--- config.mk ---
export PLATFORM = sky130hd
export DESIGN_NAME = core_de_top
export DESIGN_NICKNAME = d
export VERILOG_FILES = /design/src/riscv_pkg.sv /design/src/alu.sv /design/src/core_de_top.sv /design/src/decode_exec_reg.sv /design/src/decode_stage.sv /design/src/exec_stage.sv /design/src/instr_decoder.sv /design/src/reg_file.sv
export SDC_FILE = /design/constraint.sdc
export NUM_CORES = 2
export LEC_CHECK = 0
export BUFFER_PORTS_ARGS = -buffer_cell sky130_fd_sc_hd__buf_4
export CORE_ASPECT_RATIO = 1.25
export CORE_MARGIN = 2
export CORE_UTILIZATION = 50
export DETAILED_ROUTE_END_ITERATION = 16
export PLACE_DENSITY = 0.76
export SYNTH_ARGS = -nofsm -noshare
export SYNTH_HDL_FRONTEND = slang
export SYNTH_SLANG_ARGS = --single-unit
--- constraint.sdc ---
create_clock -name clk -period 6.3 [get_ports clk]
set_clock_uncertainty 0.05 [all_clocks]
set_input_delay 0.315 -clock clk [delete_from_list [all_inputs] [get_ports clk]]
set_output_delay 0.315 -clock clk [all_outputs]
set_load 0.02 [all_outputs]
--- src/riscv_pkg.sv ---
package riscv_pkg;

    localparam int XLEN   = 32;
    localparam int REG_AW = 5;

    // base opcodes handled by the slice.
    typedef enum logic [6:0] {
        OPC_LUI    = 7'b0110111,
        OPC_AUIPC  = 7'b0010111,
        OPC_JAL    = 7'b1101111,
        OPC_JALR   = 7'b1100111,
        OPC_BRANCH = 7'b1100011,
        OPC_STORE  = 7'b0100011,
        OPC_OP_IMM = 7'b0010011,
        OPC_OP     = 7'b0110011
    } opcode_e;

    typedef enum logic [3:0] {
        ADD    = 4'd0,
        SUB    = 4'd1,
        SLL    = 4'd2,
        SLT    = 4'd3,
        SLTU   = 4'd4,
        XOR    = 4'd5,
        SRL    = 4'd6,
        SRA    = 4'd7,
        OR     = 4'd8,
        AND    = 4'd9,
        PASS_B = 4'd10 // lui.
    } alu_op_e;

    typedef struct packed {
        logic [6:0]        funct7;
        logic [REG_AW-1:0] rs2;
        logic [REG_AW-1:0] rs1;
        logic [2:0]        funct3;
        logic [REG_AW-1:0] rd;
        logic [6:0]        opcode;
    } r_fmt_t;

    typedef struct packed {
        logic [11:0]       imm_11_0;
        logic [REG_AW-1:0] rs1;
        logic [2:0]        funct3;
        logic [REG_AW-1:0] rd;
        logic [6:0]        opcode;
    } i_fmt_t;

    typedef struct packed {
        logic [6:0]        imm_11_5;
        logic [REG_AW-1:0] rs2;
        logic [REG_AW-1:0] rs1;
        logic [2:0]        funct3;
        logic [4:0]        imm_4_0;
        logic [6:0]        opcode;
    } s_fmt_t;

    typedef struct packed {
        logic              imm_12;
        logic [5:0]        imm_10_5;
        logic [REG_AW-1:0] rs2;
        logic [REG_AW-1:0] rs1;
        logic [2:0]        funct3;
        logic [3:0]        imm_4_1;
        logic              imm_11;
        logic [6:0]        opcode;
    } b_fmt_t;

    typedef struct packed {
        logic [19:0]       imm_31_12;
        logic [REG_AW-1:0] rd;
        logic [6:0]        opcode;
    } u_fmt_t;

    typedef struct packed {
        logic              imm_20;
        logic [9:0]        imm_10_1;
        logic              imm_11;
        logic [7:0]        imm_19_12;
        logic [REG_AW-1:0] rd;
        logic [6:0]        opcode;
    } j_fmt_t;

    // one instruction word, six decodings.
    typedef union packed {
        logic [XLEN-1:0] raw;
        r_fmt_t          r_fmt;
        i_fmt_t          i_fmt;
        s_fmt_t          s_fmt;
        b_fmt_t          b_fmt;
        u_fmt_t          u_fmt;
        j_fmt_t          j_fmt;
    } instr_t;

    typedef struct packed {
        logic       reg_write;
        logic       mem_write;
        logic       result_src; // 0 alu, 1 pc+4.
        alu_op_e    alu_op;
        logic       src_b_imm;
        logic       src_a_pc;   // auipc.
        logic       branch;
        logic       jal;
        logic       jalr;
        logic [2:0] funct3;
    } ctrl_t;

    typedef struct packed {
        logic              valid;
        ctrl_t             ctrl;
        logic [XLEN-1:0]   pc;
        logic [XLEN-1:0]   pc_plus4;
        logic [XLEN-1:0]   rs1_data;
        logic [XLEN-1:0]   rs2_data;
        logic [XLEN-1:0]   src_b;
        logic [XLEN-1:0]   imm;
        logic [REG_AW-1:0] rd;
    } de_bundle_t;

    typedef struct packed {
        logic              valid;
        logic              reg_write;
        logic [REG_AW-1:0] rd;
        logic [XLEN-1:0]   result;
        logic              mem_write;
        logic [XLEN-1:0]   store_addr;
        logic [XLEN-1:0]   store_data;
        logic              branch_taken;
        logic [XLEN-1:0]   target;
    } ex_result_t;

endpackage

--- src/alu.sv ---
`timescale 1ns/1ns

module alu (
    input  riscv_pkg::alu_op_e         op_i,
    input  logic [riscv_pkg::XLEN-1:0] a_i,
    input  logic [riscv_pkg::XLEN-1:0] b_i,
    output logic [riscv_pkg::XLEN-1:0] y_o
);
    import riscv_pkg::*;

    logic [4:0] shamt;

    assign shamt = b_i[4:0];

    always_comb begin
        case (op_i)
            ADD:    y_o = a_i + b_i;
            SUB:    y_o = a_i - b_i;
            SLL:    y_o = a_i << shamt;
            SLT:    y_o = {{(XLEN-1){1'b0}}, $signed(a_i) < $signed(b_i)};
            SLTU:   y_o = {{(XLEN-1){1'b0}}, a_i < b_i};
            XOR:    y_o = a_i ^ b_i;
            SRL:    y_o = a_i >> shamt;
            SRA:    y_o = $signed(a_i) >>> shamt; // sign fill.
            OR:     y_o = a_i | b_i;
            AND:    y_o = a_i & b_i;
            PASS_B: y_o = b_i;
            default: y_o = '0;
        endcase
    end

endmodule

--- src/core_de_top.sv ---
`timescale 1ns/1ns

module core_de_top #(
    parameter int NUM_REGS = 32
) (
    input  logic                         clk,
    input  logic                         rst_n_i,
    input  logic                         instr_valid_i,
    input  riscv_pkg::instr_t            instr_i,
    input  logic [riscv_pkg::XLEN-1:0]   pc_i,
    input  logic                         stall_i,
    input  logic                         flush_i,
    input  logic                         wb_en_i,
    input  logic [riscv_pkg::REG_AW-1:0] wb_addr_i,
    input  logic [riscv_pkg::XLEN-1:0]   wb_data_i,
    output riscv_pkg::ex_result_t        ex_o
);
    import riscv_pkg::*;

    de_bundle_t de_bundle; // decode output.
    de_bundle_t ex_bundle; // registered, feeds execute.

    decode_stage #(
        .NUM_REGS (NUM_REGS)
    ) u_decode (
        .clk           (clk),
        .rst_n_i       (rst_n_i),
        .instr_valid_i (instr_valid_i),
        .instr_i       (instr_i),
        .pc_i          (pc_i),
        .wb_en_i       (wb_en_i),
        .wb_addr_i     (wb_addr_i),
        .wb_data_i     (wb_data_i),
        .de_o          (de_bundle)
    );

    decode_exec_reg u_de_reg (
        .clk     (clk),
        .rst_n_i (rst_n_i),
        .stall_i (stall_i),
        .flush_i (flush_i),
        .de_i    (de_bundle),
        .ex_o    (ex_bundle)
    );

    exec_stage u_exec (
        .de_i (ex_bundle),
        .ex_o (ex_o)
    );

endmodule

--- src/decode_exec_reg.sv ---
`timescale 1ns/1ns

module decode_exec_reg (
    input  logic                  clk,
    input  logic                  rst_n_i,
    input  logic                  stall_i,
    input  logic                  flush_i,
    input  riscv_pkg::de_bundle_t de_i,
    output riscv_pkg::de_bundle_t ex_o
);
    import riscv_pkg::*;

    de_bundle_t bubble;
    de_bundle_t de_q;

    // incoming bundle with valid and side effects cleared.
    always_comb begin
        bubble                = de_i;
        bubble.valid          = 1'b0;
        bubble.ctrl.reg_write = 1'b0;
        bubble.ctrl.mem_write = 1'b0;
        bubble.ctrl.branch    = 1'b0;
        bubble.ctrl.jal       = 1'b0;
        bubble.ctrl.jalr      = 1'b0;
    end

    always_ff @(posedge clk or negedge rst_n_i) begin
        if (!rst_n_i) begin
            de_q <= '0;
        end else if (flush_i) begin
            de_q <= bubble; // wins over stall.
        end else if (!stall_i) begin
            de_q <= de_i;
        end
    end

    assign ex_o = de_q;

endmodule

--- src/decode_stage.sv ---
`timescale 1ns/1ns

module decode_stage #(
    parameter int NUM_REGS = 32
) (
    input  logic                         clk,
    input  logic                         rst_n_i,
    input  logic                         instr_valid_i,
    input  riscv_pkg::instr_t            instr_i,
    input  logic [riscv_pkg::XLEN-1:0]   pc_i,
    input  logic                         wb_en_i,
    input  logic [riscv_pkg::REG_AW-1:0] wb_addr_i,
    input  logic [riscv_pkg::XLEN-1:0]   wb_data_i,
    output riscv_pkg::de_bundle_t        de_o
);
    import riscv_pkg::*;

    ctrl_t           ctrl;
    logic [XLEN-1:0] imm;
    logic [XLEN-1:0] rs1_data;
    logic [XLEN-1:0] rs2_data;

    instr_decoder u_decoder (
        .instr_i (instr_i),
        .ctrl_o  (ctrl),
        .imm_o   (imm)
    );

    reg_file #(
        .NUM_REGS (NUM_REGS)
    ) u_reg_file (
        .clk        (clk),
        .rst_n_i    (rst_n_i),
        .rs1_addr_i (instr_i.r_fmt.rs1),
        .rs2_addr_i (instr_i.r_fmt.rs2),
        .rd1_o      (rs1_data),
        .rd2_o      (rs2_data),
        .we_i       (wb_en_i),
        .wa_i       (wb_addr_i),
        .wd_i       (wb_data_i)
    );

    always_comb begin
        de_o.valid    = instr_valid_i;
        de_o.ctrl     = ctrl;
        de_o.pc       = pc_i;
        de_o.pc_plus4 = pc_i + XLEN'(4);
        de_o.rs1_data = rs1_data;
        de_o.rs2_data = rs2_data;
        de_o.src_b    = ctrl.src_b_imm ? imm : rs2_data; // operand b mux.
        de_o.imm      = imm;
        de_o.rd       = instr_i.r_fmt.rd; // same bits in every format with rd.
    end

endmodule

--- src/exec_stage.sv ---
`timescale 1ns/1ns

module exec_stage (
    input  riscv_pkg::de_bundle_t de_i,
    output riscv_pkg::ex_result_t ex_o
);
    import riscv_pkg::*;

    logic [XLEN-1:0] op_a;
    logic [XLEN-1:0] alu_y;
    logic [XLEN-1:0] jalr_sum;
    logic            cond;
    logic            taken;

    assign op_a = de_i.ctrl.src_a_pc ? de_i.pc : de_i.rs1_data;

    alu u_alu (
        .op_i (de_i.ctrl.alu_op),
        .a_i  (op_a),
        .b_i  (de_i.src_b),
        .y_o  (alu_y)
    );

    // branch compare, always on rs1 and rs2.
    always_comb begin
        case (de_i.ctrl.funct3)
            3'b000:  cond = (de_i.rs1_data == de_i.rs2_data);                   // beq.
            3'b001:  cond = (de_i.rs1_data != de_i.rs2_data);                   // bne.
            3'b100:  cond = ($signed(de_i.rs1_data) <  $signed(de_i.rs2_data)); // blt.
            3'b101:  cond = ($signed(de_i.rs1_data) >= $signed(de_i.rs2_data)); // bge.
            3'b110:  cond = (de_i.rs1_data <  de_i.rs2_data);                   // bltu.
            3'b111:  cond = (de_i.rs1_data >= de_i.rs2_data);                   // bgeu.
            default: cond = 1'b0;
        endcase
    end

    assign jalr_sum = de_i.rs1_data + de_i.imm;
    assign taken    = de_i.ctrl.jal | de_i.ctrl.jalr | (de_i.ctrl.branch & cond);

    always_comb begin
        ex_o.valid        = de_i.valid;
        ex_o.reg_write    = de_i.valid & de_i.ctrl.reg_write;
        ex_o.rd           = de_i.rd;
        ex_o.result       = de_i.ctrl.result_src ? de_i.pc_plus4 : alu_y;
        ex_o.mem_write    = de_i.valid & de_i.ctrl.mem_write;
        ex_o.store_addr   = alu_y; // rs1 + imm for stores.
        ex_o.store_data   = de_i.rs2_data;
        ex_o.branch_taken = de_i.valid & taken;
        // jalr target drops bit 0.
        ex_o.target       = de_i.ctrl.jalr ? {jalr_sum[XLEN-1:1], 1'b0}
                                           : de_i.pc + de_i.imm;
    end

endmodule

--- src/instr_decoder.sv ---
`timescale 1ns/1ns

module instr_decoder (
    input  riscv_pkg::instr_t          instr_i,
    output riscv_pkg::ctrl_t           ctrl_o,
    output logic [riscv_pkg::XLEN-1:0] imm_o
);
    import riscv_pkg::*;

    logic [6:0] opcode;
    logic       alt_bit; // instr bit 30.

    assign opcode  = instr_i.r_fmt.opcode;
    assign alt_bit = instr_i.r_fmt.funct7[5];

    // funct3 to alu op, alt picks sub or sra.
    function automatic alu_op_e arith_op(input logic [2:0] f3, input logic alt);
        alu_op_e op;
        case (f3)
            3'b000:  op = alt ? SUB : ADD;
            3'b001:  op = SLL;
            3'b010:  op = SLT;
            3'b011:  op = SLTU;
            3'b100:  op = XOR;
            3'b101:  op = alt ? SRA : SRL;
            3'b110:  op = OR;
            default: op = AND;
        endcase
        return op;
    endfunction

    always_comb begin
        case (opcode)
            OPC_LUI, OPC_AUIPC: imm_o = {instr_i.u_fmt.imm_31_12, 12'b0};
            OPC_JAL: imm_o = {{(XLEN-21){instr_i.j_fmt.imm_20}}, instr_i.j_fmt.imm_20,
                              instr_i.j_fmt.imm_19_12, instr_i.j_fmt.imm_11,
                              instr_i.j_fmt.imm_10_1, 1'b0};
            OPC_JALR, OPC_OP_IMM: imm_o = {{(XLEN-12){instr_i.i_fmt.imm_11_0[11]}},
                                           instr_i.i_fmt.imm_11_0};
            OPC_BRANCH: imm_o = {{(XLEN-13){instr_i.b_fmt.imm_12}}, instr_i.b_fmt.imm_12,
                                 instr_i.b_fmt.imm_11, instr_i.b_fmt.imm_10_5,
                                 instr_i.b_fmt.imm_4_1, 1'b0};
            OPC_STORE: imm_o = {{(XLEN-12){instr_i.s_fmt.imm_11_5[6]}},
                                instr_i.s_fmt.imm_11_5, instr_i.s_fmt.imm_4_0};
            default: imm_o = '0;
        endcase
    end

    always_comb begin
        ctrl_o = '0; // unknown opcode is a no-op.
        case (opcode)
            OPC_LUI: begin
                ctrl_o.reg_write = 1'b1;
                ctrl_o.alu_op    = PASS_B;
                ctrl_o.src_b_imm = 1'b1;
            end
            OPC_AUIPC: begin
                ctrl_o.reg_write = 1'b1;
                ctrl_o.alu_op    = ADD;
                ctrl_o.src_b_imm = 1'b1;
                ctrl_o.src_a_pc  = 1'b1;
            end
            OPC_JAL: begin
                ctrl_o.reg_write  = 1'b1;
                ctrl_o.result_src = 1'b1;
                ctrl_o.jal        = 1'b1;
            end
            OPC_JALR: begin
                ctrl_o.reg_write  = 1'b1;
                ctrl_o.result_src = 1'b1;
                ctrl_o.src_b_imm  = 1'b1;
                ctrl_o.jalr       = 1'b1;
            end
            OPC_BRANCH: begin
                ctrl_o.branch = 1'b1;
                ctrl_o.funct3 = instr_i.b_fmt.funct3; // selects the compare.
            end
            OPC_STORE: begin
                ctrl_o.mem_write = 1'b1;
                ctrl_o.alu_op    = ADD;
                ctrl_o.src_b_imm = 1'b1;
                ctrl_o.funct3    = instr_i.s_fmt.funct3;
            end
            OPC_OP_IMM: begin
                ctrl_o.reg_write = 1'b1;
                ctrl_o.src_b_imm = 1'b1;
                // only srai uses bit 30, addi has no subtract.
                ctrl_o.alu_op = arith_op(instr_i.i_fmt.funct3,
                                         alt_bit && (instr_i.i_fmt.funct3 == 3'b101));
            end
            OPC_OP: begin
                ctrl_o.reg_write = 1'b1;
                ctrl_o.alu_op    = arith_op(instr_i.r_fmt.funct3, alt_bit);
            end
            default: ctrl_o = '0;
        endcase
    end

endmodule

--- src/reg_file.sv ---
`timescale 1ns/1ns

module reg_file #(
    parameter int NUM_REGS = 32
) (
    input  logic                         clk,
    input  logic                         rst_n_i,
    input  logic [riscv_pkg::REG_AW-1:0] rs1_addr_i,
    input  logic [riscv_pkg::REG_AW-1:0] rs2_addr_i,
    output logic [riscv_pkg::XLEN-1:0]   rd1_o,
    output logic [riscv_pkg::XLEN-1:0]   rd2_o,
    input  logic                         we_i,
    input  logic [riscv_pkg::REG_AW-1:0] wa_i,
    input  logic [riscv_pkg::XLEN-1:0]   wd_i
);
    import riscv_pkg::*;

    logic [XLEN-1:0] regs_q [1:NUM_REGS-1]; // x0 not stored.

    function automatic logic in_range(input logic [REG_AW-1:0] idx);
        return (idx != '0) && (int'(idx) < NUM_REGS);
    endfunction

    // no write-through.
    assign rd1_o = in_range(rs1_addr_i) ? regs_q[rs1_addr_i] : '0;
    assign rd2_o = in_range(rs2_addr_i) ? regs_q[rs2_addr_i] : '0;

    always_ff @(posedge clk or negedge rst_n_i) begin
        if (!rst_n_i) begin
            for (int i = 1; i < NUM_REGS; i++) begin
                regs_q[i] <= '0;
            end
        end else if (we_i && in_range(wa_i)) begin
            regs_q[wa_i] <= wd_i;
        end
    end

endmodule

Word-level counts from Yosys, hierarchy flattened
Index checks and enable logic that the tools add are counted.
Widths: inputs -> output; s select.
{"block": "classes", "add_sub_neg": 5, "n_mux": 36, "n_reduce_logical": 15, "shifts": 3, "n_mul": 0, "n_lt_le_gt_ge": 10, "bitwise": 12, "n_div": 0, "eq_ne": 32}
{"op": "$bwmux 992", "n": 1}
{"op": "$mux 213", "n": 2}
{"op": "$mux 32", "n": 11}
{"op": "$pmux 32 s11", "n": 1}
{"op": "$bmux 32 s5", "n": 2}
{"op": "$demux 32 s5", "n": 1}
{"op": "$pmux 32 s5", "n": 1}
{"op": "$lt 32x32->1", "n": 4}
{"op": "$add 32x32->32", "n": 3}
{"op": "$ge 32x32->1", "n": 2}
{"op": "$pmux 4 s7", "n": 2}
{"op": "$add 32x3->32 const B", "n": 1}
{"op": "$and 32x32->32", "n": 1}
{"op": "$eq 32x32->1", "n": 1}
{"op": "$ne 32x32->1", "n": 1}
{"op": "$or 32x32->32", "n": 1}
{"op": "$shl 32x5->32", "n": 1}
{"op": "$shr 32x5->32", "n": 1}
{"op": "$sshr 32x5->32", "n": 1}
{"op": "$sub 32x32->32", "n": 1}
{"op": "$xor 32x32->32", "n": 1}
{"op": "$eq 3x3->1 const B", "n": 7}
{"op": "$eq 7x6->1 const B", "n": 3}
{"op": "$eq 7x7->1 const B", "n": 3}
{"op": "other kinds (24)", "n": 60}
{"block": "word_totals", "memories": 0, "regBits": 1204, "ram_bits": 0, "latchBits": 0, "mem_bits_ro": 0, "output_inout_bits": 137}

Logic depth before layout (Yosys ltp)
{"block": "logic_depth", "depth_word": 8, "mapped_depth": 21, "depth_no_buf": 15}

Cells and area by module
From an unflattened synthesis, not the netlist that was laid out.
{"block": "hier_totals", "hier_cells": 6882, "area_unflattened_um2": 78494.0}
{"module": "reg_file", "n_inst": 1, "area_each_um2": 53583.9, "cells_per_inst": 4053}
{"module": "alu", "n_inst": 1, "area_each_um2": 8932.3, "cells_per_inst": 1381}
{"module": "decode_exec_reg", "n_inst": 1, "area_each_um2": 8612.0, "cells_per_inst": 457}
{"module": "exec_stage", "n_inst": 1, "area_each_um2": 5397.7, "cells_per_inst": 723}
{"module": "decode_stage", "n_inst": 1, "area_each_um2": 1241.2, "cells_per_inst": 157}
{"module": "instr_decoder", "n_inst": 1, "area_each_um2": 726.9, "cells_per_inst": 111}

Worst setup path before layout
Ideal clock, no wire load.
{"block": "synth_timing", "kind": "register to output", "start": "register u_de_reg.de_q (netlist bit u_de_reg.ex_o[203])", "end": "output ex_o[124] in the netlist's numbering", "required_ps": 5935, "arrival_time_ps": 5054, "path_slack_ps": 881, "stages_incl_launch_ff": 21, "path_cell_list": "dfrtp_1 -> buf_6 -> buf_6 -> buf_6 -> buf_6 -> buf_2 -> buf_2 -> buf_1 -> o21a_1 -> inv_1 -> fa_1 -> a21oi_1 -> o21bai_1 -> a2111oi_0 -> nor4_1 -> nor3_2 -> o311ai_1 -> a31oi_1 -> mux2_2 -> o211ai_1 -> mux2_2"}
{"item": "from (decl)", "line": "decode_exec_reg.sv:14", "rtl": "de_bundle_t de_q;"}
{"item": "from (signal assigned)", "line": "decode_exec_reg.sv:31", "rtl": "de_q <= bubble;"}
{"item": "from (signal assigned)", "line": "decode_exec_reg.sv:33", "rtl": "de_q <= de_i;"}
{"item": "to (decl)", "line": "core_de_top.sv:16", "rtl": "output riscv_pkg::ex_result_t ex_o"}

==> flow_summary.json <==
{
  "fin_nets": 6568,
  "yosysWarnings": 0,
  "cp.arrival_ns": 5.67,
  "period_share": 0.957,
  "synthTopCellsByArea": "dfrtp_1 40%, mux4_2 19%, mux2_2 15%",
  "final_max_slew_viol_count": 0,
  "clock_latency_ns": 0.78,
  "whs_ns": 0.0995,
  "syn_nets": 6575,
  "gp_congestion": 1.06,
  "criticalPathCategory": "register to primary output",
  "dr_wl_met2_mm": 129,
  "cts_max_level": 3,
  "post_cts_buffers": 0,
  "vias": 57200,
  "hold_viol": 0,
  "grt_max_degree": 177,
  "clock_path_buffers": 3,
  "coreArea_um2": 152000,
  "dominantRegCellSynth": "dfrtp_1",
  "dr.pass1.iters": 8,
  "cp.required_ns": 5.93,
  "antenna_left": 0,
  "portBuffers": 243,
  "die-area_um2": 155000,
  "rows": 160,
  "post-synth-top-area-cell": "dfrtp_1",
  "yosysUniqueCellTypes": 89,
  "drc_errors": 0,
  "wl_met1_mm": 99.4,
  "via_per_inst": 6.82,
  "period_needed_ns": 6.03,
  "cts-root-buf": "clkbuf_16",
  "worstMarginPinSlew_ns": 1.22,
  "synth_cells": 6272,
  "r2r-end": "u_de_reg.ex_o[68]$_DFFE_PN0P_",
  "pre_cts_ws_ns": 0.843,
  "fp.dieH_um": 440,
  "start_kind": "register",
  "synth-seq-cells": 1202,
  "ioPinCount": 244,
  "antenna_found_initial": 14,
  "cp_max_fo": 27,
  "cts_buffers": 112,
  "clock-sinks": 1202,
  "place_hpwl_mm": 179,
  "drt_iter0_drc": 5773,
  "cp-end-kind": "primary output",
  "final_common_cell": "dfrtp_1",
  "regToRegSetupSlack_ns": 3.48,
  "highest_layer": "met5",
  "routed_wl_mm": 272,
  "async_reset_ff_frac": 1.00,
  "setup_ws_ns": 0.270,
  "power.leakage_nw": 36.4,
  "status": "finished, final reports clean",
  "synth_area_um2": 76100,
  "rsz0062_at_grt": "no",
  "maxCapViolCount": 0,
  "route.met3.wl_mm": 20.7,
  "final-setup-viol-count": 0,
  "tns_ns": 0,
  "gr-usage-all-layers": 0.347,
  "ir_drop_uv": 277,
  "power_density_nw_per_um2": 337,
  "synth_seq_area_share": 0.396,
  "synth_edf_count": 0,
  "initial_utilization": 0.502,
  "hold_class": "input port to async pin",
  "fmax_ghz": 0.166,
  "area_growth_pct": 10.6,
  "avgSynthCellArea_um2": 12.1,
  "final_cell_mix": "1196 x dfrtp_1, 1011 x mux2_2, 640 x mux4_2, 455 x nand2_1, 377 x a21oi_1",
  "reg2regPathDepth": 6,
  "grt.overflow.total": 0,
  "grt_pass1_wl_mm": 396,
  "wire_per_inst_um": 32.4,
  "grt_pass1_vias": 58600,
  "path_clk_slew_ns": 0.07,
  "max_slew_margin": 0.181,
  "cts_tree": "yes",
  "r2r-start": "u_decode.u_reg_file.regs_q[31]$_DFFE_PN0P_",
  "die_width_um": 353,
  "yosys.area.top_type_share": 0.396,
  "drive_gt1_frac": 0.359
}
through the flow:
stage | instance area (um^2) | std cells | total power [mW] | util
floorplan | 76100 | 6272 | 17.2 | -
global placement | 79300 | 8081 | 20.6 | 0.524
detailed placement | 79300 | 8081 | 21.0 | 0.524
CTS | 84100 | 8384 | 28.1 | 0.555
global route | 84100 | 8385 | 29.4 | 0.555
finish | 84100 | 8387 | 28.3 | 0.555
how the worst max path moves through the flow:
stage	to	startpoint	slack [ns]
2_1_floorplan	ex_o[124]	u_de_reg.ex_o[203]$_DFFE_PN0P_	0.88
3_3_place_gp	ex_o[123]	u_de_reg.ex_o[203]$_DFFE_PN0P_	0.88
3_5_place_dp	ex_o[122]	u_de_reg.ex_o[203]$_DFFE_PN0P_	0.84
4_1_cts	ex_o[122]	u_de_reg.ex_o[203]$_DFFE_PN0P_	0.008
5_1_grt	ex_o[128]	u_de_reg.ex_o[203]$_DFFE_PN0P_	0.12
6_report	ex_o[122]	u_de_reg.ex_o[203]$_DFFE_PN0P_	0.27
cells in the mapped netlist, types with 34 or more instances:
library cell,instances
nand3_1,55
dfrtp_1,1202
inv_1,151
o21ai_0,251
a21o_1,60
clkbuf_1,373
a21oi_1,378
xnor2_1,47
mux4_2,640
o21bai_1,34
mux2i_1,224
nor3_1,50
nor2_1,300
mux2_2,1011
buf_1,148
nand2_1,464
ha_1,192
a22oi_1,40
buf_4,40
routing by layer:
layer	GRT usage	up-vias
li1	-	23600
met1	0.420	29800
met2	0.562	2945
met3	0.0644	869
met4	0.248	12
met5	0	-
area by class of cell:
class / count / area, um^2
Clock inverter: 52 / 603
Timing Repair Buffer: 461 / 3920
Antenna cell: 3 / 7.51
Sequential cell: 1202 / 30100
Clock buffer: 156 / 3190
Inverter: 164 / 616
Multi-Input combinational cell: 4324 / 43200
Tap cell: 2025 / 2530
Fill cell: 12200 / 67400
what timing repair did:
action | in CTS | in global routing
resized for setup | 0 | 4
hold buffers | 95 | 0
endpoints found under the setup margin | 0 | 4
endpoints found under the hold margin | 1213 | 0
worst max-delay path, cell delays in order (launching register included):
cell and delay (ns):
dfrtp_4 0.72, o21ai_0 0.30, inv_1 0.14, ha_1 0.21
fa_1 0.25, o21bai_1 0.11, a211oi_1 0.29, o21bai_1 0.15
a21oi_1 0.50, a21oi_1 0.28, o21ai_1 0.67, o21bai_1 0.26
a221o_1 0.37, o22a_1 0.20, mux2_2 0.27, buf_4 0.15
where the power goes:
| part | total [mW] | leakage [nW] | switching, mW | internal [mW] |
|---|---|---|---|---|
| clock network | 7.12 | 1.87 | 3.20 | 3.92 |
| registers | 10.6 | 15.3 | 1.38 | 9.18 |
| logic | 10.7 | 19.2 | 5.87 | 4.78 |
| total | 28.3 | 36.4 | 10.4 | 17.9 |
flip-flops by register name (all words and copies together) (netlist names):
signal	count
u_de_reg.ex_o	210
u_decode.u_reg_file.regs_q	992
logic make-up (layout without fill, tap and decap cells):
group	Yosys count	count (layout)	synth area share
flops	1202	1202	0.396
fa+ha+maj	196	196	0.0326
mux	1909	1909	0.374
compound gates	1084	1084	0.0884
xor+xnor	79	79	0.00910
simple gates	1056	1056	0.0608
other cells	0	3	0
buf+inv	746	833	0.0396
Note: power is estimated with default switching activity, not from simulation.
